`src/common/ethpipe_params.svh`:
```
`ifndef ETHPIPE_PARAMS_SVH
`define ETHPIPE_PARAMS_SVH

// --------------------
// slot geometry
// --------------------
`define SLOT_ADDR_W 11
`define SLOT_DEPTH 2048

// header word positions inside the slot
`define HDR_TS_LO 1
`define HDR_TS_HI 2
`define HDR_RSVD 3
`define HDR_LEN 4
`define DATA_BASE 5   // first frame data word

// --------------------
// gmii code bytes
// --------------------
`define GMII_PREAMBLE 8'h55
`define GMII_SFD 8'hd5

// longest frame the card accepts, fcs included
`define MAX_FRAME_BYTES 2000

`endif
```
`src/common/host_types_pkg.sv`:
```
`default_nettype none

`include "ethpipe_params.svh"

package host_types_pkg;

  typedef logic [`SLOT_ADDR_W-1:0] wb_addr_t;  // word address
  typedef logic [31:0]             wb_data_t;
  typedef logic [3:0]              wb_sel_t;

  // --------------------
  // status word 0
  // --------------------
  localparam int STAT_FULL_BIT = 0;
  localparam int STAT_DROP_LSB = 16;
  localparam int STAT_DROP_MSB = 31;

endpackage

`default_nettype wire

```
`src/common/eth_types_pkg.sv`:
```
`default_nettype none

`include "ethpipe_params.svh"

package eth_types_pkg;

  typedef logic [7:0]              gmii_byte_t;
  typedef logic [`SLOT_ADDR_W-1:0] slot_addr_t;
  typedef logic [31:0]             slot_word_t;
  typedef logic [3:0]              slot_be_t;    // one bit per byte lane
  typedef logic [10:0]             frame_len_t;  // bytes, fcs included
  typedef logic [63:0]             timestamp_t;

  // deframer fsm
  typedef enum logic [1:0] {
    DF_IDLE,
    DF_PREAMBLE,
    DF_DATA,
    DF_DISCARD
  } deframer_state_t;

  // slot controller fsm
  typedef enum logic [2:0] {
    RX_WAIT_IDLE,
    RX_ARMED,
    RX_LOAD,
    RX_HEADER,
    RX_FULL
  } rx_state_t;

endpackage

`default_nettype wire

```
`src/logic/wb_slot_port.sv`:
```
`timescale 1ns/1ns
`default_nettype none

module wb_slot_port (
  input  wire                         gmii_rx_clk,
  input  wire                         sys_rst,
  input  wire                         wb_cyc,
  input  wire                         wb_stb,
  input  wire                         wb_we,
  input  wire host_types_pkg::wb_addr_t wb_adr,
  input  wire host_types_pkg::wb_sel_t  wb_sel,
  input  wire host_types_pkg::wb_data_t wb_dat_w,
  input  wire eth_types_pkg::slot_word_t rd_data,
  input  wire                         slot_full,
  input  wire [15:0]                  drop_count,
  output host_types_pkg::wb_data_t    wb_dat_r,
  output logic                        wb_ack,
  output eth_types_pkg::slot_addr_t   rd_addr,
  output logic                        slot_release
);

  import host_types_pkg::*;

  logic     acc_start;  // first cycle of a strobe
  logic     rel_hit;
  wb_data_t status_word;

  assign acc_start = wb_cyc && wb_stb && !wb_ack;
  assign rel_hit   = wb_we && (wb_adr == '0) && wb_sel[0] && wb_dat_w[0];

  // buffer address straight from the bus, data lands in the ack cycle
  assign rd_addr = wb_adr;

  // --------------------
  // read data
  // --------------------
  always_comb begin
    status_word = '0;
    status_word[STAT_FULL_BIT] = slot_full;
    status_word[STAT_DROP_MSB:STAT_DROP_LSB] = drop_count;
  end

  assign wb_dat_r = (wb_adr == '0) ? status_word : rd_data;

  // one-cycle ack, then low for at least one cycle
  always_ff @(posedge gmii_rx_clk) begin
    if (sys_rst) begin
      wb_ack       <= 1'b0;
      slot_release <= 1'b0;
    end else begin
      wb_ack       <= acc_start;
      slot_release <= acc_start && rel_hit;  // other writes are dropped
    end
  end

  a_ack_in_cycle: assert property (@(posedge gmii_rx_clk) disable iff (sys_rst)
    wb_ack |-> wb_cyc && wb_stb);

endmodule

`default_nettype wire

```
`config.mk`:
```
export PLATFORM = sky130hd
export DESIGN_NAME = wb_slot_port
export DESIGN_NICKNAME = d
export VERILOG_FILES = /design/src/common/host_types_pkg.sv /design/src/common/eth_types_pkg.sv /design/src/logic/wb_slot_port.sv
export VERILOG_INCLUDE_DIRS = /design/src /design/src/common
export SDC_FILE = /design/constraint.sdc
export NUM_CORES = 1
export LEC_CHECK = 0
export ABC_AREA = 1
export BUFFER_PORTS_ARGS = -buffer_cell sky130_fd_sc_hd__buf_2
export CAP_MARGIN = 15
export CORE_MARGIN = 4
export CORE_UTILIZATION = 23
export DETAILED_ROUTE_END_ITERATION = 12
export PLACE_DENSITY = 0.88
export SYNTH_ARGS = -nofsm -noshare
export SYNTH_HDL_FRONTEND = slang
export SYNTH_SLANG_ARGS = --single-unit
```
`constraint.sdc`:
```
create_clock -name gmii_rx_clk -period 2.22 [get_ports gmii_rx_clk]
set_input_delay 0.111 -clock gmii_rx_clk [delete_from_list [all_inputs] [get_ports gmii_rx_clk]]
set_output_delay 0.111 -clock gmii_rx_clk [all_outputs]
set_load 0.03 [all_outputs]
```
==> results.json <==
{
  "grt_antenna_before_repair": 0,
  "io_pins": 146,
  "clock-sinks": 2,
  "critical_path_arrival_ns": 1.43,
  "path_clk_slew_ns": 0.03,
  "initial_core_utilization_pct": 25.1,
  "crit_type": "input port to primary output",
  "port-buffer-count": 111,
  "drt_wl_total_um": 2370,
  "finalSetupViolCount": 0,
  "synth.avg_cell_area_sq_um": 5.66,
  "maxCapViolCount": 0,
  "drive_gt1_share_pct": 59.2,
  "crit_slowest_cell": "and2_1",
  "place_inst": 226,
  "cts.htree.levels": 1,
  "slew_headroom_pct": 62.5,
  "postLayoutCellArea_sq_mm": 0.00108,
  "path_cells": "buf_2, nor2_1, and2_1, buf_4, nand3_1, nand2_1, buf_2",
  "share_clk_of_total_power_pct": 23.7,
  "drt-pass1-iter-count": 3,
  "vias": 1001,
  "stdcell_count": 229,
  "global_route_wire_length_before_repair_um": 3560,
  "worstPathRequired_ns": 2.11,
  "synth_cell_types": 15,
  "design.die.area_sq_mm": 0.00340,
  "die-width_um": 58.4,
  "clk_tree_root_cell": "clkbuf_4",
  "synthesis.nets": 204,
  "wl_per_cell_um": 10.3,
  "worstSkewPairLatency_ns": 0.22,
  "core_area_sq_mm": 0.00232,
  "grt_pass1_vias": 962,
  "net_switching_fraction_of_the_power_pct": 45.9,
  "die_outline_height_um": 58.4,
  "mostFrequentLayoutCell": "buf_2",
  "timing.final.hold_violations": 0,
  "leakage_power_nw": 0.712,
  "cts_post_setup_buffers_inserted": 0,
  "grt_setup_unrepaired": "no",
  "vdd_ir_drop_max_mv": 0.208,
  "critical-path-max-stage-delay_ns": 0.49,
  "grt_remaining_overflow": 0,
  "timing_worst_slew_pin_value_ns": 0.563,
  "final-max-slew-violation-count": 0,
  "finalClockSkew_ns": 0.000766,
  "p_int_mw": 0.181,
  "num-nets-final": 304,
  "detail_route.drc_violations": 0,
  "cts-root-to-sink-buffers": 2,
  "layout_common_cells": "buf_2 (111), nand2_1 (38), nand3_1 (17), a21boi_0 (9)",
  "ys_warn_count": 0,
  "post_cts.resized_instances": 0,
  "hold_class": "input port to flip-flop",
  "synth_sequential_area_ratio_pct": 6.87,
  "gp_congestion": 0.691,
  "share_comb_of_total_power_pct": 65.1,
  "via_per_inst": 4.37,
  "cts-hold-fix-buffers": 0,
  "maximum_number_of_pins_on_one_net_before_global_route_repair": 19,
  "setup-tns-final_ns": 0,
  "syn-instance-count": 103,
  "dp.final_hpwl_um": 2040,
  "drt.antenna.violating_nets": 0,
  "number_of_synthesized_register_bits": 2,
  "worst_setup_path_start_kind": "input port",
  "timing.final.crit_period_ns": 1.54,
  "fraction_of_the_cycle_the_final_worst_path_needs_pct": 69.5,
  "run_status": "finished, final reports clean",
  "worst_setup_path_end_kind": "primary output",
  "core.rowCount": 17,
  "layout_area_overhead_pct": 85.6,
  "gr-usage-all-layers_pct": 12.8,
  "synthesis.area_sq_um": 583,
  "detailedRoute.firstIterationViolations": 26,
  "path_max_fanout": 17,
  "insertedDiodeCount": 0,
  "power.density_cell_area_mw_per_mm2": 309,
  "postPlaceCellArea_sq_mm": 0.00106,
  "seqPwrFrac_pct": 11.2,
  "power.switching_mw": 0.154,
  "highest_attainable_clock_frequency_ghz": 0.648,
  "tritoncts.num_buffers": 3,
  "clock_tree_from_tritoncts": "built",
  "r2r_slack_ns": 1.40,
  "critical_path.most_common_cell": "buf_2"
}
## sequential cells by signal, summed over array words and instances (netlist names)
name	cells
slot_release	1
wb_ack	1
## cell usage after synthesis (all sizes together)
master / count / area [sq um]
a21boi: 15 / 113
and2: 1 / 6.26
and3: 1 / 6.26
buf: 19 / 136
dfxtp: 2 / 40.0
inv: 1 / 3.75
nand2: 39 / 154
nand3: 17 / 85.1
nor2: 7 / 33.8
nor3: 1 / 5.00
## power groups by stage
stage	clock [mW]	combinational (mW)	sequential, mW
after global placement	0	0.218	0.0377
after CTS	0.0830	0.220	0.0374
after floorplan	0	0.135	0.0393
after detailed placement	0	0.220	0.0379
final	0.0792	0.218	0.0374
after global routing	0.0832	0.236	0.0374
## layer usage
layer | share of wire (%) | wire length (um) | GRT usage [%]
met1 | 34 | 803 | 12.9
met5 | 0 | 0 | 0
met3 | 15 | 356 | 1.97
met4 | 0 | 0 | 3.97
met2 | 51 | 1210 | 26.0
## metrics by stage
step | util, % | worst slack, ns | hold slack [ns] | total power, mW
after global routing | 46.7 | 0.508 | 0.0787 | 0.357
after floorplan | - | 0.811 | 0.198 | 0.175
after detailed placement | 45.7 | 0.640 | 0.303 | 0.258
after global placement | 45.7 | 0.652 | 0.291 | 0.255
after CTS | 46.7 | 0.640 | 0.0690 | 0.341
final | 46.7 | 0.676 | 0.0720 | 0.335
## worst max-delay path, delay by kind of cell
kind / cells / cell delay, ns
buffers and inverters: 3 / 0.56
and+or+nand+nor: 4 / 0.76
## worst paths after layout
| kind | from | to | depth (start not counted) |
|---|---|---|---|
| worst max-delay path | wb_adr[0] | wb_dat_r[29] | 7 |
| worst min-delay path | sys_rst | wb_ack$_SDFF_PP0_ | 2 |
| worst max register to register | wb_ack$_SDFF_PP0_ | slot_release$_SDFF_PP0_ | 3 |
| worst min register to register | wb_ack$_SDFF_PP0_ | wb_ack$_SDFF_PP0_ | 1 |
## final cells by class
cell class	count	area [sq um]
fillers	252	1240
multi-input cells	81	403
well taps	28	35.0
repair buffers	114	578
flip-flops and latches	2	40.0
clock buffers	3	22.5
inverters	1	3.75
## kinds of logic (layout without fill, tap and decap cells)
kind of cell / after synthesis / after routing / share of synthesized area, %
AO/OA/AOI/OAI: 15 / 15 / 19.3
buffers and inverters: 20 / 118 / 24.0
flip-flops: 2 / 2 / 6.87
AND/OR/NAND/NOR: 66 / 66 / 49.8
(Power assumes the default switching activity.)
