File: src/common/ethpipe_params.svh
`ifndef ETHPIPE_PARAMS_SVH
`define ETHPIPE_PARAMS_SVH

// --------------------
// slot geometry
// --------------------
`define SLOT_ADDR_W 11
`define SLOT_DEPTH 2048

// header word positions inside the slot
`define HDR_TS_LO 1
`define HDR_TS_HI 2
`define HDR_RSVD 3
`define HDR_LEN 4
`define DATA_BASE 5   // first frame data word

// --------------------
// gmii code bytes
// --------------------
`define GMII_PREAMBLE 8'h55
`define GMII_SFD 8'hd5

// longest frame the card accepts, fcs included
`define MAX_FRAME_BYTES 2000

`endif
File: src/common/eth_types_pkg.sv
`default_nettype none

`include "ethpipe_params.svh"

package eth_types_pkg;

  typedef logic [7:0]              gmii_byte_t;
  typedef logic [`SLOT_ADDR_W-1:0] slot_addr_t;
  typedef logic [31:0]             slot_word_t;
  typedef logic [3:0]              slot_be_t;    // one bit per byte lane
  typedef logic [10:0]             frame_len_t;  // bytes, fcs included
  typedef logic [63:0]             timestamp_t;

  // deframer fsm
  typedef enum logic [1:0] {
    DF_IDLE,
    DF_PREAMBLE,
    DF_DATA,
    DF_DISCARD
  } deframer_state_t;

  // slot controller fsm
  typedef enum logic [2:0] {
    RX_WAIT_IDLE,
    RX_ARMED,
    RX_LOAD,
    RX_HEADER,
    RX_FULL
  } rx_state_t;

endpackage

`default_nettype wire

File: src/rx_port/rx_byte_packer.sv
`timescale 1ns/1ns
`default_nettype none

`include "ethpipe_params.svh"

module rx_byte_packer (
  input  wire                        gmii_rx_clk,
  input  wire                        sys_rst,
  input  wire                        frame_start,
  input  wire                        byte_valid,
  input  wire eth_types_pkg::gmii_byte_t data_byte,
  input  wire                        frame_end,
  output logic                       pk_wr_en,
  output eth_types_pkg::slot_addr_t  pk_addr,
  output eth_types_pkg::slot_word_t  pk_data,
  output eth_types_pkg::slot_be_t    pk_be
);

  import eth_types_pkg::*;

  slot_word_t acc_data;
  slot_be_t   acc_be;
  slot_be_t   be_base;
  logic [1:0] lane;      // next free byte lane
  logic       word_rdy;  // four bytes collected last cycle

  assign be_base = word_rdy ? '0 : acc_be;

  always_ff @(posedge gmii_rx_clk) begin
    if (sys_rst) begin
      word_rdy <= 1'b0;
      acc_be   <= '0;
      lane     <= '0;
      pk_addr  <= slot_addr_t'(`DATA_BASE);
    end else if (frame_start) begin
      word_rdy <= 1'b0;
      acc_be   <= '0;
      lane     <= '0;
      pk_addr  <= slot_addr_t'(`DATA_BASE);
    end else begin
      word_rdy <= byte_valid && (lane == 2'd3);
      if (word_rdy) pk_addr <= pk_addr + 1'b1;  // next word after the write
      if (frame_end) begin
        acc_be <= '0;  // partial word goes out this cycle
        lane   <= '0;
      end else if (byte_valid) begin
        acc_be <= be_base | (4'b0001 << lane);
        lane   <= lane + 1'b1;
      end else begin
        acc_be <= be_base;
      end
    end
  end

  // lane data, masked by acc_be
  always_ff @(posedge gmii_rx_clk) begin
    if (byte_valid) acc_data[{lane, 3'b000} +: 8] <= data_byte;
  end

  assign pk_data  = acc_data;
  assign pk_be    = acc_be;
  assign pk_wr_en = word_rdy || (frame_end && (|acc_be));

  a_be_nonzero: assert property (@(posedge gmii_rx_clk) disable iff (sys_rst)
    pk_wr_en |-> pk_be != '0);

endmodule

`default_nettype wire

File: config.mk
export PLATFORM = sky130hd
export DESIGN_NAME = rx_byte_packer
export DESIGN_NICKNAME = d
export VERILOG_FILES = /design/src/common/eth_types_pkg.sv /design/src/rx_port/rx_byte_packer.sv
export VERILOG_INCLUDE_DIRS = /design/src /design/src/common
export SDC_FILE = /design/constraint.sdc
export NUM_CORES = 1
export LEC_CHECK = 0
export BUFFER_PORTS_ARGS = -buffer_cell sky130_fd_sc_hd__buf_2
export CORE_MARGIN = 8
export CORE_UTILIZATION = 51
export CTS_CLUSTER_SIZE = 14
export DETAILED_ROUTE_END_ITERATION = 8
export PLACE_DENSITY = 0.76
export SLEW_MARGIN = 15
export SYNTH_ARGS = -nofsm -noshare
export SYNTH_HDL_FRONTEND = slang
export SYNTH_SLANG_ARGS = --single-unit
File: constraint.sdc
create_clock -name gmii_rx_clk -period 2.12 [get_ports gmii_rx_clk]
set_clock_uncertainty 0.05 [all_clocks]
set_input_delay 0.424 -clock gmii_rx_clk [delete_from_list [all_inputs] [get_ports gmii_rx_clk]]
set_output_delay 0.424 -clock gmii_rx_clk [all_outputs]
set_load 0.05 [all_outputs]
==> flow_summary.toml, run 1 <==
[outcome]
status = "finished, final reports clean"

[route]
drt_iter0_drc = 115
wl_per_cell_um = 15.2
dr.pass1.iters = 4
drtAntennaViolNets = 0
wl_met3_um = 332
wl_um = 4350
top_layer = "met4"
dr_wl_met2_um = 2050
drc_errors = 0
wirelength_met1_um = 1940
vias_per_cell = 5.16
vias = 1477

[run]
maxCapViolations = 0

[cts]
clock-sinks = 50
clk_latency_ns = 0.29
cts_made_buffers = 5
path_clk_slew_ns = 0.08
cts-htree-levels = 2
postCtsSetupBuffers = 0
tritoncts = "done"
clockBufferDepth = 2
cts-root-buf = "clkbuf_8"

[synthesis]
synth_warnings = 0
synth_ff_type = "edfxtp_1"
syn_inst = 167
yosys-top-cells-area = "edfxtp_1, dfxtp_1, and2_1"
ys_types = 32
synth.yosys.seq_area_share_pct = 62.4
syn_area_mm2 = 0.00212
synth.top_cells.by_count = "and2_1, edfxtp_1, dfxtp_1, nor2_1"
yosysMostFrequentCell = "and2_1"
synth_area_leader_cell = "edfxtp_1"
avgSynthCellArea_um2 = 12.7
synth_nets = 189
synth-edff-count = 32
ys_async_sr_fraction_pct = 0
synth_top_area_share_pct = 45.4
ys_ff_latch = 50

[global_routing]
grt_max_degree = 15
grt_pass1_vias = 1468
grtUsageTotal_pct = 14.0
overflow = 0
grt_antenna_before_repair = 0
grt_pass1_wl_um = 7160

[sta]
period_minus_slack_ns = 1.83
tns_ns = 0
timing.hold.ws_ns = 0.361
clock.fmax_ghz = 0.548
final.period_utilization_pct = 86.1
setup_viol = 0
worst_pin_slew_ns = 0.607
relSlewSlack_pct = 59.4
drv_slew = 0
finalHoldViolCount = 0
rsz0062_at_grt = "false"

[worst_setup_path]
crit_arrival_ns = 1.94
path_class = "reg2reg"
cp.required_ns = 2.24
end_kind = "flip-flop"
crit_chain = "inv_1, ha_1, buf_4, nor4_1, buf_4, and2_1"
path_max_fanout = 8
cpPeakStageDelay_ns = 0.42
critPathMostFrequentCell = "buf_4"
crit_slowest_cell = "dfxtp_1"
critPathLaunchType = "flip-flop"

[final_layout]
area_growth_pct = 21.9
design_area_mm2 = 0.00258
nets = 257
antenna_cells = 0
drive_above_1_share_pct = 32.2

[floorplanning]
num_rows = 23
ioPinCount = 61
fp.dieH_um = 80.4
start_util_pct = 52.9
coreArea_mm2 = 0.00400
dieArea_mm2 = 0.00647
die_x_um = 80.4

[place]
port-buffer-count = 60
placed_area_mm2 = 0.00248
gp_congestion = 0.807
dp_hpwl_um = 3320

[pwr]
powerDensity_mw_per_mm2 = 669
p_leak_nw = 1.02
peakVddDrop_mv = 0.556

[min_path]
hold_path_class = "in2reg"
## sequential cells by signal, summed over array words and instances (netlist names)
register and cells:
lane 2, pk_data 32, pk_addr 11, word_rdy 1, pk_be 4
## repair_timing
action	4_1_cts	5_1_grt
hold buffers	0	0
gates resized for setup	1	0
endpoints found under the setup margin	3	0
## per-layer routing
layer	GRT usage (%)	vias up
met1	17.3	694
met2	22.7	44
li1	-	737
met4	3.82	0
met3	4.80	2
met5	0	-
## layout make-up
cell class                 instances  area [µm²]
inverter                           4        15.0
multi-input combinational        109         754
tap                               50        62.6
sequential                        50        1320
fill                             316        1420
clock buffer                       8        90.1
timing repair buffer              65         338
## cells by family (layout without fill, tap and decap cells)
logic type | Yosys count | after routing | synth area share [%]
simple gates | 76 | 76 | 21.7
buf+inv | 8 | 77 | 2.25
compound gates | 17 | 17 | 5.26
flops | 50 | 50 | 62.4
fa+ha+maj | 9 | 9 | 5.32
mux | 3 | 3 | 1.42
xor+xnor | 4 | 4 | 1.66
## cells in the final DEF, fill, tap and decap left out, types with 2 or more instances in the layout
cell,netlist,final
a21oi_1,6,6
a22oi_1,3,3
and2_1,36,36
buf_2,0,60
buf_4,0,5
clkbuf_1,2,2
clkbuf_8,1,6
dfxtp_1,18,18
edfxtp_1,32,32
ha_1,9,9
inv_1,4,4
mux2i_1,3,3
nand2_1,9,9
nand4_1,4,4
nor2_1,10,10
o21ai_0,2,2
o31ai_1,3,3
o41ai_1,2,2
or3_1,4,4
or4_1,3,3
xnor2_1,2,2
xor2_1,2,2
## through the flow
stage          setup slack (ns)  instances  utilization [%]  total power [mW]
2_1_floorplan             0.274        167                -              1.16
3_3_place_gp              0.136        278             62.1              1.20
3_5_place_dp             0.0181        278             62.1              1.20
4_1_cts                   0.305        286             64.5              1.73
5_1_grt                   0.149        286             64.5              1.78
6_report                  0.294        286             64.5              1.73
## worst paths after layout
check           endpoint   startpoint  slack, ns  cells past startpoint
max          pk_data[26]      lane[1]       0.29                      6
min           pk_addr[0]      sys_rst       0.36                      3
max reg2reg  pk_data[26]      lane[1]       0.29                      6
min reg2reg  pk_addr[10]  pk_addr[10]       0.43                      2
## worst max-delay path: cells and delay by family (launching register included)
kind,cells,cell delay [ns]
buf+inv,3,0.48
fa+ha+maj,1,0.31
flops,1,0.42
simple gates,2,0.44
## report_power, final
| part | total (mW) | switching, mW | internal (mW) |
|---|---|---|---|
| clock | 0.552 | 0.285 | 0.266 |
| sequential | 1.05 | 0.00426 | 1.04 |
| combinational | 0.128 | 0.0909 | 0.0370 |
| total | 1.73 | 0.380 | 1.35 |
(Power assumes the default switching activity.)
==> inputs of run 2 (changes only) <==
--- a/config.mk
+++ b/config.mk
@@ -7,7 +7,7 @@
 export NUM_CORES = 1
 export LEC_CHECK = 0
 export BUFFER_PORTS_ARGS = -buffer_cell sky130_fd_sc_hd__buf_2
-export CORE_MARGIN = 8
+export CORE_MARGIN = 5
 export CORE_UTILIZATION = 51
 export CTS_CLUSTER_SIZE = 14
 export DETAILED_ROUTE_END_ITERATION = 8
==> constraint.sdc (replaced) <==
create_clock -name gmii_rx_clk -period 1.9 [get_ports gmii_rx_clk]
set_clock_uncertainty 0.05 [all_clocks]
set_input_delay 0.38 -clock gmii_rx_clk [delete_from_list [all_inputs] [get_ports gmii_rx_clk]]
set_output_delay 0.38 -clock gmii_rx_clk [all_outputs]
set_load 0.05 [all_outputs]
==> flow_summary.toml, run 2 (synthesis gave the netlist of run 1 again) <==
[cts]
clockBufferDepth = 2
path_clk_slew_ns = 0.08
tritoncts = "done"
clock-sinks = 50
cts-htree-levels = 2
cts-root-buf = "clkbuf_8"
clk_latency_ns = 0.30
cts_made_buffers = 5
postCtsSetupBuffers = 0

[worst_setup_path]
path_class = "reg2out"
crit_slowest_cell = "o41ai_1"
crit_arrival_ns = 1.27
cpPeakStageDelay_ns = 0.35
path_max_fanout = 3
cp.required_ns = 1.47
reg2reg_depth = 6
regToRegEndpoint = "pk_data[27]"
crit_chain = "o41ai_1, nand2_1, buf_2"
critPathLaunchType = "flip-flop"
r2r_start = "lane[0]"
end_kind = "output port"
r2r_slack_ns = 0.24

[global_routing]
grt_pass1_wl_um = 6810
grt_pass1_vias = 1445
use_met3_pct = 4.05
grt_max_degree = 16
overflow = 0
grt_antenna_before_repair = 0
grt-busiest-layer = "met2"
gr-usage-met1_pct = 20.8
use_met2_pct = 26.5
grtUsageTotal_pct = 16.3

[final_layout]
most-common-layout-cells = "buf_2, and2_1, edfxtp_1"
fin_cells = 287
multiInputGateArea_um2 = 759
area_growth_pct = 24.5
final_common_cell = "buf_2"
regArea_mm2 = 0.00132
n_fill_cell = 321
drive_above_1_share_pct = 33.3
largest_reg_flops = 32
antenna_cells = 0
nets = 258

[pwr]
peakVddDrop_mv = 0.429
powerDensity_mw_per_mm2 = 824
p_leak_nw = 1.04

[floorplanning]
coreArea_mm2 = 0.00400
ioPinCount = 61
die_x_um = 74.4
start_util_pct = 52.9
dieArea_mm2 = 0.00554
num_rows = 23
fp.dieH_um = 74.4

[sta]
finalHoldViolCount = 0
clock.fmax_ghz = 0.589
final.period_utilization_pct = 89.4
drv_slew = 0
period_minus_slack_ns = 1.70
worst_pin_slew_ns = 0.581
rsz0062_at_grt = "false"
setup_viol = 0
tns_ns = 0
relSlewSlack_pct = 61.1

[route]
vias_per_cell = 5.21
drt_iter0_drc = 91
drtAntennaViolNets = 0
wl_per_cell_um = 14.6
wl_um = 4190
drc_errors = 0
vias = 1495
dr.pass1.iters = 4

[min_path]
hold_path_class = "in2reg"
hold_depth = 3
hold_end = "pk_addr[0]"
worstHoldStart = "sys_rst"

[place]
gp_congestion = 0.809
dp_hpwl_um = 3170
port-buffer-count = 60
placed_cells = 279

[run]
maxCapViolations = 0

[outcome]
status = "finished, final reports clean"
## run 2: cell types whose count changed in the layout (fill, tap and decap cells not counted), sizes merged
cell    before  now
clkbuf       8    5
bufinv       0    2
buf         65   66
clkinv       0    1
## run 2: cell type report
cell class,instances,share of cell area [%]
Timing Repair Buffer,66,13.1
Multi-Input combinational cell,109,28.8
Tap cell,50,2.37
Clock buffer,5,2.61
Inverter,4,0.570
Sequential cell,50,50.1
Clock inverter,3,2.42
## run 2: power breakdown
| group | total, mW | internal, mW | switching, mW |
|---|---|---|---|
| Sequential | 1.17 | 1.16 | 0.00499 |
| Clock | 0.863 | 0.521 | 0.342 |
| Combinational | 0.141 | 0.0399 | 0.101 |
## run 2: layer usage
| metal | share of wire (%) | routed length [µm] |
|---|---|---|
| met5 | 0 | 0 |
| met4 | 1.4 | 57 |
| met3 | 7.5 | 313 |
| met2 | 48 | 1990 |
| met1 | 43 | 1820 |
## run 2: metrics by stage
step                power [mW]  area (µm²)  hold slack, ns  setup WS (ns)  util [%]
CTS                       2.18        2630           0.307         0.0869      65.8
finish                    2.17        2640           0.315          0.201      65.9
detailed placement        1.34        2490           0.420         0.0151      62.3
global route              2.25        2640           0.331         0.0734      65.9
floorplan                 1.29        2120           0.444         0.0540         -
global placement          1.33        2490           0.415         0.0664      62.3
## run 2: how the worst max path moves through the flow
| stage | endpoint | start | slack (ns) | cells after the start |
|---|---|---|---|---|
| after floorplan | pk_data[24] | lane[0] | 0.05 | 4 |
| after global placement | pk_data[18] | lane[0] | 0.07 | 4 |
| after detailed placement | pk_data[20] | lane[0] | 0.02 | 4 |
| after CTS | pk_data[2] | lane[0] | 0.09 | 5 |
| after global routing | pk_wr_en | pk_be[2] | 0.07 | 3 |
| final | pk_wr_en | pk_be[2] | 0.20 | 3 |
## run 2: critical path: cells and delay by family (launching register included)
family	cells	cell delay, ns
flops	1	0.33
buf+inv	1	0.21
compound gates	1	0.35
simple gates	1	0.08
## run 2: repair_timing
action / 4_1_cts / 5_1_grt
pin swaps: 0 / 0
setup endpoints to repair: 5 / 8
hold buffers: 0 / 0
resized for setup: 1 / 1
