**src/common/ethpipe_params.svh**
```systemverilog
`ifndef ETHPIPE_PARAMS_SVH
`define ETHPIPE_PARAMS_SVH

// --------------------
// slot geometry
// --------------------
`define SLOT_ADDR_W 11
`define SLOT_DEPTH 2048

// header word positions inside the slot
`define HDR_TS_LO 1
`define HDR_TS_HI 2
`define HDR_RSVD 3
`define HDR_LEN 4
`define DATA_BASE 5   // first frame data word

// --------------------
// gmii code bytes
// --------------------
`define GMII_PREAMBLE 8'h55
`define GMII_SFD 8'hd5

// longest frame the card accepts, fcs included
`define MAX_FRAME_BYTES 2000

`endif
```
**src/common/eth_types_pkg.sv**
```systemverilog
`default_nettype none

`include "ethpipe_params.svh"

package eth_types_pkg;

  typedef logic [7:0]              gmii_byte_t;
  typedef logic [`SLOT_ADDR_W-1:0] slot_addr_t;
  typedef logic [31:0]             slot_word_t;
  typedef logic [3:0]              slot_be_t;    // one bit per byte lane
  typedef logic [10:0]             frame_len_t;  // bytes, fcs included
  typedef logic [63:0]             timestamp_t;

  // deframer fsm
  typedef enum logic [1:0] {
    DF_IDLE,
    DF_PREAMBLE,
    DF_DATA,
    DF_DISCARD
  } deframer_state_t;

  // slot controller fsm
  typedef enum logic [2:0] {
    RX_WAIT_IDLE,
    RX_ARMED,
    RX_LOAD,
    RX_HEADER,
    RX_FULL
  } rx_state_t;

endpackage

`default_nettype wire

```
**src/rx_port/rx_slot_ctrl.sv**
```systemverilog
`timescale 1ns/1ns
`default_nettype none

`include "ethpipe_params.svh"

module rx_slot_ctrl (
  input  wire                        gmii_rx_clk,
  input  wire                        sys_rst,
  input  wire                        gmii_rx_dv,
  input  wire eth_types_pkg::timestamp_t timestamp,
  input  wire                        frame_end,
  input  wire eth_types_pkg::frame_len_t byte_count,
  input  wire                        frame_dropped,
  input  wire                        pk_wr_en,
  input  wire eth_types_pkg::slot_addr_t pk_addr,
  input  wire eth_types_pkg::slot_word_t pk_data,
  input  wire eth_types_pkg::slot_be_t   pk_be,
  input  wire                        slot_release,
  output logic                       capture_en,
  output logic                       slot_wr_en,
  output eth_types_pkg::slot_addr_t  slot_wr_addr,
  output eth_types_pkg::slot_word_t  slot_wr_data,
  output eth_types_pkg::slot_be_t    slot_wr_be,
  output logic                       slot_full,
  output logic [15:0]                drop_count
);

  import eth_types_pkg::*;

  rx_state_t  state;
  logic [1:0] hdr_idx;
  logic       dv_q;
  timestamp_t ts_q;
  frame_len_t len_q;

  assign capture_en = (state == RX_ARMED) || (state == RX_LOAD);
  assign slot_full  = (state == RX_FULL);

  // --------------------
  // fsm
  // --------------------
  always_ff @(posedge gmii_rx_clk) begin
    if (sys_rst) begin
      state   <= RX_WAIT_IDLE;
      hdr_idx <= '0;
      dv_q    <= 1'b0;
    end else begin
      dv_q <= gmii_rx_dv;
      case (state)
        RX_WAIT_IDLE: begin
          if (!gmii_rx_dv) state <= RX_ARMED;  // never arm mid frame
        end
        RX_ARMED: begin
          if (gmii_rx_dv) state <= RX_LOAD;
        end
        RX_LOAD: begin
          if (frame_end) begin
            state   <= RX_HEADER;
            hdr_idx <= '0;
          end else if (!gmii_rx_dv && !dv_q) begin
            state <= RX_ARMED;  // line went idle without a frame
          end
        end
        RX_HEADER: begin
          hdr_idx <= hdr_idx + 1'b1;
          if (hdr_idx == 2'd3) state <= RX_FULL;
        end
        RX_FULL: begin
          if (slot_release) state <= RX_WAIT_IDLE;
        end
        default: state <= RX_WAIT_IDLE;
      endcase
    end
  end

  // arrival time and length of the stored frame
  always_ff @(posedge gmii_rx_clk) begin
    if (state == RX_ARMED && gmii_rx_dv) ts_q <= timestamp;
    if (state == RX_LOAD && frame_end) len_q <= byte_count;
  end

  // --------------------
  // write port mux
  // --------------------
  always_comb begin
    slot_wr_en   = 1'b0;
    slot_wr_addr = pk_addr;
    slot_wr_data = pk_data;
    slot_wr_be   = pk_be;
    if (state == RX_LOAD) begin
      slot_wr_en = pk_wr_en;
    end else if (state == RX_HEADER) begin
      slot_wr_en = 1'b1;
      slot_wr_be = 4'b1111;
      case (hdr_idx)
        2'd0: begin
          slot_wr_addr = slot_addr_t'(`HDR_LEN);
          slot_wr_data = slot_word_t'(len_q);
        end
        2'd1: begin
          slot_wr_addr = slot_addr_t'(`HDR_TS_LO);
          slot_wr_data = ts_q[31:0];
        end
        2'd2: begin
          slot_wr_addr = slot_addr_t'(`HDR_TS_HI);
          slot_wr_data = ts_q[63:32];
        end
        default: begin
          slot_wr_addr = slot_addr_t'(`HDR_RSVD);
          slot_wr_data = '0;  // hash word, unused here
        end
      endcase
    end
  end

  // saturating drop counter
  always_ff @(posedge gmii_rx_clk) begin
    if (sys_rst) begin
      drop_count <= '0;
    end else if (frame_dropped && drop_count != 16'hffff) begin
      drop_count <= drop_count + 16'd1;
    end
  end

  a_no_release_busy: assert property (@(posedge gmii_rx_clk) disable iff (sys_rst)
    slot_release |-> !(state inside {RX_LOAD, RX_HEADER}));

endmodule

`default_nettype wire

```
**config.mk**
```make
export PLATFORM = sky130hd
export DESIGN_NAME = rx_slot_ctrl
export DESIGN_NICKNAME = d
export VERILOG_FILES = /design/src/common/eth_types_pkg.sv /design/src/rx_port/rx_slot_ctrl.sv
export VERILOG_INCLUDE_DIRS = /design/src /design/src/common
export SDC_FILE = /design/constraint.sdc
export NUM_CORES = 1
export LEC_CHECK = 0
export ABC_AREA = 1
export BUFFER_PORTS_ARGS = -buffer_cell sky130_fd_sc_hd__buf_2
export CORE_MARGIN = 8
export CORE_UTILIZATION = 43
export CTS_BUF_LIST = sky130_fd_sc_hd__clkbuf_4 sky130_fd_sc_hd__clkbuf_8 sky130_fd_sc_hd__clkbuf_16
export DETAILED_ROUTE_END_ITERATION = 16
export GPL_TIMING_DRIVEN = 1
export PLACE_DENSITY = 0.77
export SYNTH_ARGS = -nofsm -noshare
export SYNTH_HDL_FRONTEND = slang
export SYNTH_SLANG_ARGS = --single-unit
export TNS_END_PERCENT = 20
```
**constraint.sdc**
```tcl
create_clock -name gmii_rx_clk -period 3.9 [get_ports gmii_rx_clk]
set_input_delay 0 -clock gmii_rx_clk [delete_from_list [all_inputs] [get_ports gmii_rx_clk]]
set_output_delay 0 -clock gmii_rx_clk [all_outputs]
set_load 0.1 [all_outputs]
```
==> results of run 1 <==
where the power goes:
group / total (mW) / switching, mW / leakage (nW) / internal, mW
Sequential: 1.32 / 0.0485 / 0.863 / 1.27
Combinational: 1.33 / 1.03 / 1.90 / 0.301
Clock: 0.653 / 0.356 / 0.0974 / 0.297
critical path, stage by stage (launching register included):
cell     delay, ns
dfxtp_1       0.34
inv_1         0.10
ha_1          0.60
buf_4         0.35
a22o_1        0.20
a21oi_1       0.05
o21ai_0       0.17
buf_2         0.46
routing by layer:
| layer | up-vias | part of all wire | track usage | wire (um) |
|---|---|---|---|---|
| li1 | 2008 | - | - | - |
| met1 | 1946 | 0.37 | 0.197 | 5120 |
| met2 | 164 | 0.53 | 0.383 | 7380 |
| met3 | 24 | 0.082 | 0.0549 | 1140 |
| met4 | 0 | 0.019 | 0.0768 | 259 |
| met5 | - | 0 | 0 | 0 |
path summary, 6_finish.rpt:
check	from	end	slack (ns)	cells past startpoint
worst max-delay path	hdr_idx[1]	slot_wr_data[7]	1.25	7
worst min-delay path	frame_dropped	drop_count[10]	0.07	4
worst max register to register	state[0]	ts_q[37]	1.70	5
worst min register to register	drop_count[1]	drop_count[1]	0.51	2
per-stage QoR:
| stage | setup slack, ns | area [sq um] | hold WS [ns] | instances | util |
|---|---|---|---|---|---|
| finish | 1.25 | 6480 | 0.0703 | 828 | 0.642 |
| global route | 1.05 | 6480 | 0.0801 | 828 | 0.642 |
| CTS | 1.25 | 6480 | 0.0379 | 827 | 0.642 |
| detailed placement | 1.67 | 5500 | 0.178 | 733 | 0.545 |
| global placement | 1.72 | 5500 | 0.177 | 733 | 0.545 |
| floorplan | 0.0831 | 4390 | 0.0691 | 417 | - |
kinds of logic after synthesis:
family | count (synthesis) | share of synthesized area
flip-flops | 97 | 0.614
XOR/XNOR | 7 | 0.0140
buffers and inverters | 51 | 0.0473
AO/OA/AOI/OAI | 95 | 0.156
AND/OR/NAND/NOR | 162 | 0.155
adder cells (fa/ha/maj) | 5 | 0.0143
cell usage in the layout (no fill, tap or decap), drive strengths merged:
cell	count
nor3b	1
xnor2	3
clkinv	3
ha	5
clkbuf	9
diode	1
dfxtp	22
edfxtp	75
nand3	15
clkinvlp	1
nand2	78
or2	5
bufinv	1
xor2	4
a2bb2oi	1
nand4	5
buf	199
nor2	56
nor3	1
o21ai	16
a22o	52
inv	34
dlygate4sd3	78
a21oi	26
nand3b	1
flip-flops by register name, summed over array words and instances, names as in the netlist:
| name | flops |
|---|---|
| state | 3 |
| drop_count | 16 |
| len_q | 11 |
| dv_q | 1 |
| hdr_idx | 2 |
| ts_q | 64 |
what timing repair did:
action                    4_1_cts  5_1_grt
hold endpoints to repair       81        0
buffers inserted                0        0
hold buffers                   78        0
cell type report:
cell class,instances,area [sq um]
clock inverters,7,68.8
multi-input cells,269,1500
diodes,1,2.50
well taps,136,170
repair buffers,277,1800
flip-flops and latches,97,2690
clock buffers,9,124
inverters,32,120
fillers,821,3610
==> flow_summary.json, run 1 <==
{
  "dieArea_sq_um": 13700,
  "startpoint_type": "register",
  "synthCells": 417,
  "clock_path_buffers": 2,
  "place_congestion": 0.847,
  "antenna_found_initial": 1,
  "grt_use_total": 0.199,
  "rsz0062_at_grt": "no",
  "dp_hpwl_mm": 9.50,
  "grt_remaining_overflow": 0,
  "dr.pass1.iters": 4,
  "setup_viol_count_final": 0,
  "areaGrowthSynthToFinish_pct": 47.7,
  "io_pins": 195,
  "ant_nets": 0,
  "io_buffers": 194,
  "grt_pass1_vias": 4376,
  "wirelength_mm": 13.9,
  "synth-seq-cells": 97,
  "slew_headroom": 0.198,
  "finalPower_mw": 3.30,
  "path_clk_slew_ns": 0.09,
  "cts_resized": 0,
  "grt_pass1_wl_mm": 20.7,
  "required_ns": 3.90,
  "final_nets": 820,
  "path_max_fanout": 17,
  "num_rows": 37,
  "yosys.area.top_type_share": 0.513,
  "hold_viol_final": 0,
  "status": "finished, final reports clean",
  "fin_setup_tns_ns": 0,
  "clock_sinks": 97,
  "synthTopCellsByArea": "edfxtp_1, a22o_1, dfxtp_1",
  "fin_crit_sh": 0.679,
  "insertion_delay_ns": 0.37,
  "numCtsBuffers": 9,
  "ir_worst_vdd_v": 0.000325,
  "worst-setup-path-type": "register to output pin",
  "async_flop_share": 0,
  "post_drt_wl_per_cell_um": 16.8,
  "vias_per_cell": 5.00,
  "core_sq_um": 10100,
  "ys_types": 25,
  "synth_flop_cell": "edfxtp_1",
  "synth_area_per_cell_sq_um": 10.5,
  "maxCapViolations": 0,
  "min_path_type": "input pin to register",
  "ys_seq_area_frac": 0.614,
  "drc": 0,
  "ctsHtreeMaxLevel": 3,
  "grt_max_degree": 34,
  "min_period_ns": 2.65,
  "syn_nets": 551,
  "synthMostInstantiatedCell": "nand2_1",
  "dr.first_iter.drc_count": 180,
  "synth-edff-count": 75,
  "clock_skew_ns": 0.0155,
  "clock.fmax_mhz": 378,
  "tritoncts": "yes",
  "route.vias.total": 4142,
  "die_width_um": 117,
  "initial_core_util": 0.435,
  "worst_pin_slew_ns": 1.20,
  "drive_gt1_frac": 0.329,
  "cp.arrival_ns": 2.65,
  "yosys.area.top_type": "edfxtp_1",
  "p_leak_nw": 2.86,
  "p_per_area_nw_per_um2": 510,
  "worstSetupEndpointType": "output pin",
  "die_y_um": 117,
  "maxSlewViolCount": 0,
  "clock-root-buffer": "clkbuf_8",
  "synth.cell_area_sq_um": 4390,
  "synth_common_cells": "nand2_1, edfxtp_1, nor2_1",
  "ys_warn_count": 0
}
Power figures use the tool's default switching activity.
==> run 2, diff against run 1 <==
Clock period 3.9 ns to 2.3 ns, I/O delays scaled along.
==> flow_summary.json, run 2 (synthesis results as in run 1) <==
{
  "min_from": "frame_dropped",
  "min_period_ns": 2.13,
  "dieArea_sq_um": 13700,
  "post_drt_wl_per_cell_um": 16.7,
  "p_leak_nw": 2.97,
  "place_congestion": 0.889,
  "slowest_stage": "dfxtp_1",
  "grt_use_met1": 0.235,
  "dp_hpwl_mm": 9.64,
  "die_y_um": 117,
  "drc": 0,
  "die_width_um": 117,
  "num_rows": 37,
  "grtUsageMet3": 0.0462,
  "largest_reg_flops": 64,
  "clock_sinks": 97,
  "regArea_sq_um": 2690,
  "hold_viol_final": 0,
  "grt_pass1_vias": 4109,
  "startpoint_type": "register",
  "final_cell_mix": "buf_2, dlygate4sd3_1, nand2_1, edfxtp_1, a22o_1",
  "postCtsSetupBuffers": 0,
  "slew_headroom": 0.663,
  "fin_crit_sh": 0.928,
  "nFillCells": 731,
  "dr.first_iter.drc_count": 300,
  "clock-root-buffer": "clkbuf_8",
  "grt_remaining_overflow": 0,
  "multi_input_area_sq_um": 1510,
  "setup_viol_count_final": 0,
  "areaGrowthSynthToFinish_pct": 53.6,
  "initial_core_util": 0.435,
  "io_buffers": 194,
  "clock_skew_ns": 0.0112,
  "status": "finished, final reports clean",
  "route.vias.total": 4134,
  "numCtsBuffers": 9,
  "ctsHtreeMaxLevel": 3,
  "path_clk_slew_ns": 0.09,
  "crit_family": "buffers and inverters",
  "rsz0062_at_grt": "no",
  "top_register": "ts_q",
  "final_nets": 825,
  "antenna_found_initial": 0,
  "r2r-start": "state[0]",
  "reg_top3": "ts_q (64), drop_count (16), len_q (11)",
  "tritoncts": "yes",
  "crit_chain": "nand2_1 > nor2_2 > inv_1 > buf_4 > a22o_1 > buf_2",
  "dpl-instance-area_sq_um": 5760,
  "wirelength_mm": 13.9,
  "grt_pass1_wl_mm": 20.9,
  "core_sq_um": 10100,
  "cp.arrival_ns": 2.13,
  "crit_start": "state[0]",
  "grt_max_degree": 40,
  "drive_gt1_frac": 0.339,
  "dr.pass1.iters": 5,
  "maxCapViolations": 0,
  "layout_commonest_cell": "buf_2",
  "path_max_fanout": 32,
  "fin_area_sq_um": 6740,
  "maxSlewViolCount": 0,
  "p_per_area_nw_per_um2": 857,
  "worstSetupEndpointType": "output pin",
  "grtUsageMet2": 0.350,
  "grt_use_total": 0.198,
  "insertion_delay_ns": 0.35,
  "worst-setup-path-type": "register to output pin",
  "ir_worst_vdd_v": 0.000399,
  "io_pins": 195,
  "grt-busiest-layer": "met2",
  "required_ns": 2.30,
  "ant_nets": 0,
  "vias_per_cell": 4.96,
  "cpPeakStageDelay_ns": 0.44,
  "clock.fmax_mhz": 469,
  "hold-worst-slack_ns": 0.0640,
  "clock_path_buffers": 2,
  "min_path_type": "input pin to register",
  "worst_pin_slew_ns": 0.510,
  "finalPower_mw": 5.78,
  "critPathBufInv": 3
}
-- run 2: cell types whose count changed in the layout (fill, tap and decap cells not counted), sizes merged --
cell         before  now
clkinvlp          1    0
inv              34   35
dlygate4sd3      78   77
buf             199  205
-- run 2: repair_timing --
| action | 4_1_cts | 5_1_grt |
|---|---|---|
| pin swaps | 0 | 0 |
| endpoints found under the hold margin | 78 | 0 |
| hold buffers | 77 | 0 |
| gates resized for setup | 1 | 1 |
| setup endpoints to repair | 6 | 21 |
-- run 2: layout make-up --
type,count,area share
diodes,1,0.000371
clock buffers,9,0.0184
clock inverters,7,0.0111
inverters,32,0.0178
multi-input cells,269,0.223
flip-flops and latches,97,0.400
well taps,136,0.0253
repair buffers,282,0.304
-- run 2: through the flow --
step	worst slack, ns	TNS (ns)	cells	util
after floorplan	-0.151	-1.64	417	-
after global placement	0.518	0	739	0.571
after detailed placement	0.353	0	739	0.571
after CTS	0.0196	0	832	0.667
after global routing	0.0188	0	832	0.667
final	0.166	0	833	0.668
-- run 2: worst paths after layout --
kind | endpoint | depth (start not counted) | slack (ns)
max | slot_wr_data[11] | 6 | 0.17
min | drop_count[10] | 4 | 0.06
max reg2reg | ts_q[4] | 5 | 0.60
min reg2reg | hdr_idx[0] | 1 | 0.51
-- run 2: metal layers --
| metal | vias to the layer above | wire length (um) |
|---|---|---|
| li1 | 2012 | - |
| met1 | 1909 | 5440 |
| met2 | 199 | 6990 |
| met3 | 14 | 1310 |
| met4 | 0 | 160 |
| met5 | - | 0 |
-- run 2: worst reg2reg max path, cell delays in order (launching register included) --
cell	delay (ns)
dfxtp_1	0.44
inv_1	0.10
nor2_1	0.13
nand2_1	0.13
nor2_4	0.11
buf_4	0.43
-- run 2: report_power, final --
group | leakage [nW] | internal, mW | switching [mW] | total, mW
sequential | 0.863 | 2.15 | 0.0860 | 2.24
combinational | 2.01 | 0.652 | 1.77 | 2.43
clock | 0.104 | 0.513 | 0.597 | 1.11
