--- config.mk ---
export PLATFORM = sky130hd
export DESIGN_NAME = gmii_rx_deframer
export DESIGN_NICKNAME = d
export VERILOG_FILES = /design/src/common/eth_types_pkg.sv /design/src/rx_port/gmii_rx_deframer.sv
export VERILOG_INCLUDE_DIRS = /design/src /design/src/common
export SDC_FILE = /design/constraint.sdc
export NUM_CORES = 1
export LEC_CHECK = 0
export BUFFER_PORTS_ARGS = -buffer_cell sky130_fd_sc_hd__buf_4
export CAP_MARGIN = 0
export CORE_UTILIZATION = 48
export CTS_BUF_LIST = sky130_fd_sc_hd__clkbuf_4 sky130_fd_sc_hd__clkbuf_8 sky130_fd_sc_hd__clkbuf_16
export DETAILED_ROUTE_END_ITERATION = 8
export MAX_ROUTING_LAYER = met4
export PLACE_DENSITY = 0.77
export SYNTH_ARGS = -nofsm -noshare
export SYNTH_HDL_FRONTEND = slang
export SYNTH_SLANG_ARGS = --single-unit
--- constraint.sdc ---
create_clock -name gmii_rx_clk -period 1.95 [get_ports gmii_rx_clk]
set_input_delay 0.195 -clock gmii_rx_clk [delete_from_list [all_inputs] [get_ports gmii_rx_clk]]
set_output_delay 0.195 -clock gmii_rx_clk [all_outputs]
set_load 0.02 [all_outputs]
--- src/common/ethpipe_params.svh ---
`ifndef ETHPIPE_PARAMS_SVH
`define ETHPIPE_PARAMS_SVH

// --------------------
// slot geometry
// --------------------
`define SLOT_ADDR_W 11
`define SLOT_DEPTH 2048

// header word positions inside the slot
`define HDR_TS_LO 1
`define HDR_TS_HI 2
`define HDR_RSVD 3
`define HDR_LEN 4
`define DATA_BASE 5   // first frame data word

// --------------------
// gmii code bytes
// --------------------
`define GMII_PREAMBLE 8'h55
`define GMII_SFD 8'hd5

// longest frame the card accepts, fcs included
`define MAX_FRAME_BYTES 2000

`endif
--- src/common/eth_types_pkg.sv ---
`default_nettype none

`include "ethpipe_params.svh"

package eth_types_pkg;

  typedef logic [7:0]              gmii_byte_t;
  typedef logic [`SLOT_ADDR_W-1:0] slot_addr_t;
  typedef logic [31:0]             slot_word_t;
  typedef logic [3:0]              slot_be_t;    // one bit per byte lane
  typedef logic [10:0]             frame_len_t;  // bytes, fcs included
  typedef logic [63:0]             timestamp_t;

  // deframer fsm
  typedef enum logic [1:0] {
    DF_IDLE,
    DF_PREAMBLE,
    DF_DATA,
    DF_DISCARD
  } deframer_state_t;

  // slot controller fsm
  typedef enum logic [2:0] {
    RX_WAIT_IDLE,
    RX_ARMED,
    RX_LOAD,
    RX_HEADER,
    RX_FULL
  } rx_state_t;

endpackage

`default_nettype wire

--- src/rx_port/gmii_rx_deframer.sv ---
`timescale 1ns/1ns
`default_nettype none

`include "ethpipe_params.svh"

module gmii_rx_deframer (
  input  wire                        gmii_rx_clk,
  input  wire                        sys_rst,
  input  wire eth_types_pkg::gmii_byte_t gmii_rxd,
  input  wire                        gmii_rx_dv,
  input  wire                        capture_en,
  output logic                       frame_start,
  output logic                       byte_valid,
  output eth_types_pkg::gmii_byte_t  data_byte,
  output logic                       frame_end,
  output eth_types_pkg::frame_len_t  byte_count,
  output logic                       frame_dropped
);

  import eth_types_pkg::*;

  deframer_state_t state;

  always_ff @(posedge gmii_rx_clk) begin
    if (sys_rst) begin
      state         <= DF_IDLE;
      frame_start   <= 1'b0;
      byte_valid    <= 1'b0;
      frame_end     <= 1'b0;
      frame_dropped <= 1'b0;
      byte_count    <= '0;
    end else begin
      frame_start   <= 1'b0;
      byte_valid    <= 1'b0;
      frame_end     <= 1'b0;
      frame_dropped <= 1'b0;
      case (state)
        DF_IDLE, DF_PREAMBLE: begin
          if (!gmii_rx_dv) begin
            state <= DF_IDLE;
          end else if (gmii_rxd == `GMII_SFD) begin
            if (capture_en) begin
              state       <= DF_DATA;
              frame_start <= 1'b1;
              byte_count  <= '0;
            end else begin
              state         <= DF_DISCARD;  // nowhere to put it
              frame_dropped <= 1'b1;
            end
          end else if (gmii_rxd == `GMII_PREAMBLE) begin
            state <= DF_PREAMBLE;
          end else begin
            state <= DF_DISCARD;  // junk before sfd
          end
        end
        DF_DATA: begin
          if (gmii_rx_dv) begin
            byte_valid <= 1'b1;
            byte_count <= byte_count + 1'b1;
          end else begin
            state     <= DF_IDLE;
            frame_end <= 1'b1;
          end
        end
        default: begin
          if (!gmii_rx_dv) state <= DF_IDLE;
        end
      endcase
    end
  end

  // byte follows its valid strobe by the same one cycle
  always_ff @(posedge gmii_rx_clk) begin
    data_byte <= gmii_rxd;
  end

  a_frame_limit: assert property (@(posedge gmii_rx_clk) disable iff (sys_rst)
    byte_count <= frame_len_t'(`MAX_FRAME_BYTES));

endmodule

`default_nettype wire

==> run metrics, run 1 <==
residual DRC count=0; wire length of the first global-routing pass=3350 µm; hold violation count in the final report=0; most common cell after layout, fill and taps aside=sky130_fd_sc_hd__buf_4; largest net degree at the start of global routing=16; HPWL reported at the end of detailed placement=1590 µm; DRT iter0 DRCs=17; Final Critical Period=1.72 ns; routed length on met3=116 µm; number of register bits inferred by synthesis=25; count of endpoints failing setup in the final report=0; highest layer used for signal routing=met4; arrival time of the worst setup path=1.95 ns; aggregate global routing overflow=0; outcome=completed; worst setup slack after layout=0.228 ns; GP Congestion=0.822; ports placed on the boundary=35; post-synthesis simple-gate area fraction=30.3%; Antenna Violating Nets Remaining=0; clock tree from TritonCTS=done; net count after synthesis=117; number of distinct library cells after synthesis=33; total vias in the final route=946; multiplexer share of the synthesized area=1.98%; areal power density over the cells=623 nW/µm²; type of the setup path with the least slack=primary input to flop; maximum achievable frequency=0.581 GHz; placed standard-cell area=1290 µm²; Final #Nets=162; main combinational cell family by area after synthesis=simple AND/OR/NAND/NOR gates; Total Neg Setup Slack=0 ns; instance count of the mapped netlist=104; count of H-tree levels built during CTS=1; leakage power figure=0.616 nW; most frequent cells in the layout=35 x sky130_fd_sc_hd__buf_4, 25 x sky130_fd_sc_hd__dfxtp_1, 9 x sky130_fd_sc_hd__nor2_1; Final Max Slew Viols=0; worst hold slack=0.0473 ns; total power after layout=875 µW; final design utilization=70.9%; worst vdd rail ir drop=0.468 mV; part of the Yosys area used for sequential elements=49.4%; Layout area overhead=38.8%; # Max-Cap Violations=0; initial antenna violation count=0; metal1 wirelength=1060 µm; adder-cell area share of the yosys netlist=1.24%; data required time at the worst endpoint=2.18 ns; summed area of non-filler cells in the final layout=1410 µm²; RSZ-0062 raised after global routing=no; element type at the critical path start=primary input; number of diodes added for antenna fixing=0; Relative slew margins=76.6%; part of the cycle the worst path needs=88.3%; buffer depth of the longest clock path=2; Routed WL=2350 µm; dpl ws=0.340 ns; height of the chip=47.9 µm; total number of clock tree sinks=25; measured slew at the worst slew-check pin=0.351 ns; starting density of the core=51.1%; detail-routed via count per cell=5.41; share of the synthesized area in compound gates (AO/OA/AOI/OAI)=14.6%; xor and xnor fraction of the mapped netlist area=0%; number of detailed-route iterations in the first pass=4; FP Rows=16; Die Span X=47.9 µm; vias in the first global route=804; Syn Std Cell Area=1010 µm²; IO Port Bufs=34; Global Route Usage Sum=22.0%; met2 wire length=1150 µm; area of the die=2300 µm²; fraction of final layout cells sized beyond drive strength 1=29.1%; Clock Root Buffer=sky130_fd_sc_hd__clkbuf_4; Worst-Skew Late Latency=0.32 ns; number of buffers created by CTS=3; sort of element at the end of the critical path=flop; Post-CTS Setup Bufs=0; Min-Delay Path Class=primary input to flop; wire length per cell=13.4 µm; synthesized area per cell=9.73 µm²; worst-case clock skew=0.00361 ns; final standard cell count with taps included and fillers excluded=175; maximum fanout encountered on the critical timing path=9; clock-pin slew on the worst setup and hold paths=0.14 ns; total instance count after detailed placement=163; number of warnings reported in the yosys synthesis log=0; core outline area=1980 µm²
-- critical path, cell delays in order --
cell	delay (ns)
sky130_fd_sc_hd__dlygate4sd3_1	0.54
sky130_fd_sc_hd__buf_4	0.14
sky130_fd_sc_hd__nor4b_4	0.31
sky130_fd_sc_hd__a32oi_4	0.23
sky130_fd_sc_hd__nor2b_4	0.18
sky130_fd_sc_hd__a221o_1	0.35
-- final cells by class --
cell class	count	area, µm²
clock buffers	3	22.5
clock inverters	1	7.51
fillers	159	577
inverters	3	11.3
multi-input cells	73	487
flip-flops and latches	25	500
well taps	27	33.8
repair buffers	43	343
-- timing repair --
item / 4_1_cts / 5_1_grt
hold buffers: 8 / 0
hold endpoints to repair: 8 / 0
gates resized for setup: 0 / 0
-- sequential cells by signal, indices dropped and copies added, names as in the netlist --
name           cells
byte_valid         1
data_byte          8
frame_start        1
state              2
frame_end          1
byte_count        11
frame_dropped      1
-- cell usage after synthesis, drive strengths merged --
master | n | area share, %
a211o | 1 | 0.87
a21oi | 6 | 3.0
a221o | 1 | 0.99
a22o | 1 | 0.87
a22oi | 2 | 1.5
a31oi | 3 | 1.9
a32oi | 1 | 2.7
a41oi | 1 | 0.87
and3 | 6 | 3.7
and4 | 1 | 0.87
and4b | 1 | 0.99
and4bb | 1 | 1.2
buf | 2 | 0.99
clkbuf | 1 | 0.37
dfxtp | 25 | 49
ha | 1 | 1.2
inv | 3 | 1.1
mux2i | 2 | 2.0
nand2 | 7 | 2.6
nand2b | 2 | 1.2
nand3 | 4 | 2.0
nand3b | 3 | 2.2
nand4 | 3 | 1.9
nand4b | 1 | 0.87
nor2 | 9 | 3.3
nor2b | 2 | 2.0
nor3 | 6 | 3.0
nor4 | 1 | 0.62
nor4b | 1 | 2.3
o21ai | 4 | 2.0
or2b | 1 | 0.74
or4 | 1 | 0.74
-- logic make-up (layout without fill, tap and decap cells) --
family | after synthesis | count (layout)
fa+ha+maj | 1 | 1
simple gates | 50 | 50
mux | 2 | 2
compound gates | 20 | 20
flops | 25 | 25
buf+inv | 6 | 50
-- path summary, 6_finish.rpt --
check	slack [ns]	cells after the start	end	from
setup reg to reg	0.30	5	byte_count[10]	byte_count[0]
hold reg to reg	0.53	2	byte_count[6]	byte_count[6]
setup / recovery	0.23	6	byte_count[10]	gmii_rxd[1]
hold / removal	0.05	2	frame_dropped	capture_en
-- layer usage --
| layer | up-vias | GRT usage, % |
|---|---|---|
| li1 | 477 | - |
| met1 | 429 | 25.9 |
| met2 | 36 | 36.8 |
| met3 | 4 | 3.40 |
| met4 | 0 | 9.44 |
| met5 | - | - |
-- power by group --
group | switching [mW] | internal (mW) | total (mW)
registers | 0.00693 | 0.524 | 0.531
clock network | 0.159 | 0.0784 | 0.238
logic | 0.0531 | 0.0532 | 0.106
total | 0.219 | 0.656 | 0.875
No activity file was read; power rests on OpenSTA's default activity.
==> run 2: changes to the inputs <==
ABC_AREA = 1   (was default)
CORE_MARGIN = 1   (was default)
CORE_UTILIZATION = 49   (was 48)
REMOVE_ABC_BUFFERS = 1   (was default)
==> run 2 against run 1 <==
- sequential cell count stayed put
- critical endpoint is now byte_count[8]
- largest cell class is now multi-input gates
- core utilization is 1.2 points lower
- highest routed layer unchanged
- area after synthesis is 13% higher
==> run metrics, run 2 <==
starting density of the core=51.6% (was 51.1%); hold violation count in the final report=0 (unchanged); aggregate global routing overflow=0 (unchanged); Die Span X=50.3 µm (was 47.9 µm); height of the chip=50.3 µm (was 47.9 µm); Min-Delay Path Class=primary input to flop (unchanged); worst setup slack after layout=0.497 ns (was 0.228 ns); RSZ-0062 raised after global routing=no (unchanged); ports placed on the boundary=35 (unchanged); number of synthesized flops with an enable pin=0 (unchanged); wire length per cell=11.0 µm (was 13.4 µm); number of distinct library cells after synthesis=22 (was 33); core outline area=2210 µm² (was 1980 µm²); count of H-tree levels built during CTS=1 (unchanged); areal power density over the cells=581 nW/µm² (was 623 nW/µm²); data required time at the worst endpoint=2.19 ns (was 2.18 ns); part of the cycle the worst path needs=74.5% (was 88.3%); Clock Root Buffer=sky130_fd_sc_hd__clkbuf_4 (unchanged); number of detailed-route iterations in the first pass=4 (unchanged); top-count cell post-synth=sky130_fd_sc_hd__nand2_1 (was sky130_fd_sc_hd__dfxtp_1); detail-routed via count per cell=4.87 (was 5.41); count of endpoints failing setup in the final report=0 (unchanged); summed area of non-filler cells in the final layout=1540 µm² (was 1410 µm²); total number of clock tree sinks=25 (unchanged); clock-pin slew on the worst setup and hold paths=0.15 ns (was 0.14 ns); placed standard-cell area=1430 µm² (was 1290 µm²); number of warnings reported in the yosys synthesis log=0 (unchanged); area share of the leading cell type in the synthesized netlist=43.8% (was 49.4%); clock tree from TritonCTS=done (unchanged); dpl ws=0.579 ns (was 0.340 ns); buffer depth of the longest clock path=2 (unchanged); area of the die=2530 µm² (was 2300 µm²); vias in the first global route=1033 (was 804); sort of element at the end of the critical path=flop (unchanged); IO Port Bufs=34 (unchanged); HPWL reported at the end of detailed placement=1890 µm (was 1590 µm); residual DRC count=0 (unchanged); # Max-Cap Violations=0 (unchanged); final design utilization=69.7% (was 70.9%); Global Route Usage Sum=23.2% (was 22.0%); Layout area overhead=35.0% (was 38.8%); number of diodes added for antenna fixing=0 (unchanged); Routed WL=2560 µm (was 2350 µm); worst vdd rail ir drop=0.502 mV (was 0.468 mV); worst-case clock skew=0.00751 ns (was 0.00361 ns); fraction of final layout cells sized beyond drive strength 1=23.5% (was 29.1%); Relative slew margins=73.0% (was 76.6%); most numerous cell types in the synthesized netlist=43 x sky130_fd_sc_hd__nand2_1, 28 x sky130_fd_sc_hd__inv_1, 25 x sky130_fd_sc_hd__dfxtp_1 (was 25 x sky130_fd_sc_hd__dfxtp_1, 9 x sky130_fd_sc_hd__nor2_1, 7 x sky130_fd_sc_hd__nand2_1); main flop type after synthesis=sky130_fd_sc_hd__dfxtp_1 (unchanged); Top Registers=byte_count: 11 flops, data_byte: 8 flops, state: 2 flops (unchanged); total instance count after detailed placement=220 (was 163); type of the setup path with the least slack=primary input to flop (unchanged); filler cell count in the final layout=191 (was 159); Final Max Slew Viols=0 (unchanged); synthesized area per cell=7.23 µm² (was 9.73 µm²); share of flip-flops with an asynchronous set or reset=0% (unchanged); GP Congestion=0.848 (was 0.822); Post-CTS Setup Bufs=0 (unchanged); DRT iter0 DRCs=20 (was 17); FP Rows=17 (was 16); outcome=completed (unchanged); most common cell after layout, fill and taps aside=sky130_fd_sc_hd__nand2_1 (was sky130_fd_sc_hd__buf_4); Antenna Violating Nets Remaining=0 (unchanged); Worst-Skew Late Latency=0.33 ns (was 0.32 ns); top cell type by total area after synthesis=sky130_fd_sc_hd__dfxtp_1 (unchanged); maximum achievable frequency=0.688 GHz (was 0.581 GHz); flip-flop count of the largest register, all copies and words added=11 (unchanged); Total Neg Setup Slack=0 ns (unchanged); instance count of the mapped netlist=158 (was 104); Most flops, register=byte_count (unchanged); total vias in the final route=1130 (was 946); initial antenna violation count=0 (unchanged); most area-consuming cells after synthesis=sky130_fd_sc_hd__dfxtp_1 44%, sky130_fd_sc_hd__nand2_1 14%, sky130_fd_sc_hd__inv_1 9.2% (was sky130_fd_sc_hd__dfxtp_1 49%, sky130_fd_sc_hd__and3_1 3.7%, sky130_fd_sc_hd__nor2_1 3.3%); most frequent cells in the layout=43 x sky130_fd_sc_hd__nand2_1, 34 x sky130_fd_sc_hd__buf_4, 28 x sky130_fd_sc_hd__inv_1 (was 35 x sky130_fd_sc_hd__buf_4, 25 x sky130_fd_sc_hd__dfxtp_1, 9 x sky130_fd_sc_hd__nor2_1); arrival time of the worst setup path=1.70 ns (was 1.95 ns); number of buffers created by CTS=3 (unchanged); final standard cell count with taps included and fillers excluded=232 (was 175); Final Critical Period=1.45 ns (was 1.72 ns); measured slew at the worst slew-check pin=0.404 ns (was 0.351 ns); wire length of the first global-routing pass=4250 µm (was 3350 µm); element type at the critical path start=primary input (unchanged); largest net degree at the start of global routing=16 (unchanged); Final #Nets=218 (was 162); maximum fanout encountered on the critical timing path=7 (was 9); part of the Yosys area used for sequential elements=43.8% (was 49.4%); number of register bits inferred by synthesis=25 (unchanged); Syn Std Cell Area=1140 µm² (was 1010 µm²); leakage power figure=0.790 nW (was 0.616 nW)
run 2: routing by layer:
metal,wire length [µm],vias up,share of wire (%),global-route usage (%)
li1,-,592,-,-
met1,1170,511,46,27.7
met2,1260,22,49,38.2
met3,76,5,3.0,3.64
met4,40,0,1.6,10.5
met5,0,-,0,-
run 2: cells by family after synthesis:
logic type	Yosys count	synth area share, %
AO/OA/AOI/OAI	11	6.13
adder cells (fa/ha/maj)	1	1.10
buffers and inverters	32	10.7
flip-flops	25	43.8
AND/OR/NAND/NOR	89	38.2
run 2: final timing paths:
check                 from            end  slack (ns)  cells past startpoint
max            gmii_rxd[1]  byte_count[8]        0.50                     10
min             capture_en  frame_dropped        0.03                      2
max reg2reg  byte_count[2]  byte_count[9]        0.56                      6
min reg2reg  byte_count[1]  byte_count[1]        0.53                      2
run 2: layout make-up:
class                           count  area, µm²  area share, %
Multi-Input combinational cell    101        519           33.7
Sequential cell                    25        500           32.4
Timing Repair Buffer               42        335           21.7
Inverter                           32        123           7.95
Tap cell                           28       35.0           2.27
Clock buffer                        3       22.5           1.46
Clock inverter                      1       7.51          0.487
run 2: worst max-delay path, cell delays in order:
cell                            delay (ns)
sky130_fd_sc_hd__dlygate4sd3_1        0.55
sky130_fd_sc_hd__buf_4                0.14
sky130_fd_sc_hd__nor2_1               0.08
sky130_fd_sc_hd__nand2_1              0.06
sky130_fd_sc_hd__nor2_1               0.23
sky130_fd_sc_hd__nand3_4              0.15
sky130_fd_sc_hd__nand3_4              0.12
sky130_fd_sc_hd__nand2_1              0.07
sky130_fd_sc_hd__nand2_1              0.06
sky130_fd_sc_hd__inv_1                0.04
run 2: repair_timing:
item	4_1_cts	5_1_grt
hold buffers	8	0
gates resized for setup	0	0
endpoints found under the hold margin	8	0
run 2: stage by stage:
step                power [mW]  hold WS (ns)
floorplan                0.599         0.223
global placement         0.646         0.308
detailed placement       0.648         0.314
CTS                      0.897        0.0323
global route             0.936        0.0123
finish                   0.897        0.0311
run 2: power by group:
| group | leakage [nW] | switching (mW) | total [mW] | internal [mW] |
|---|---|---|---|---|
| registers | 0.205 | 0.00717 | 0.532 | 0.524 |
| clock network | 0.0139 | 0.168 | 0.247 | 0.0786 |
| logic | 0.571 | 0.0650 | 0.119 | 0.0536 |
| total | 0.790 | 0.240 | 0.897 | 0.657 |
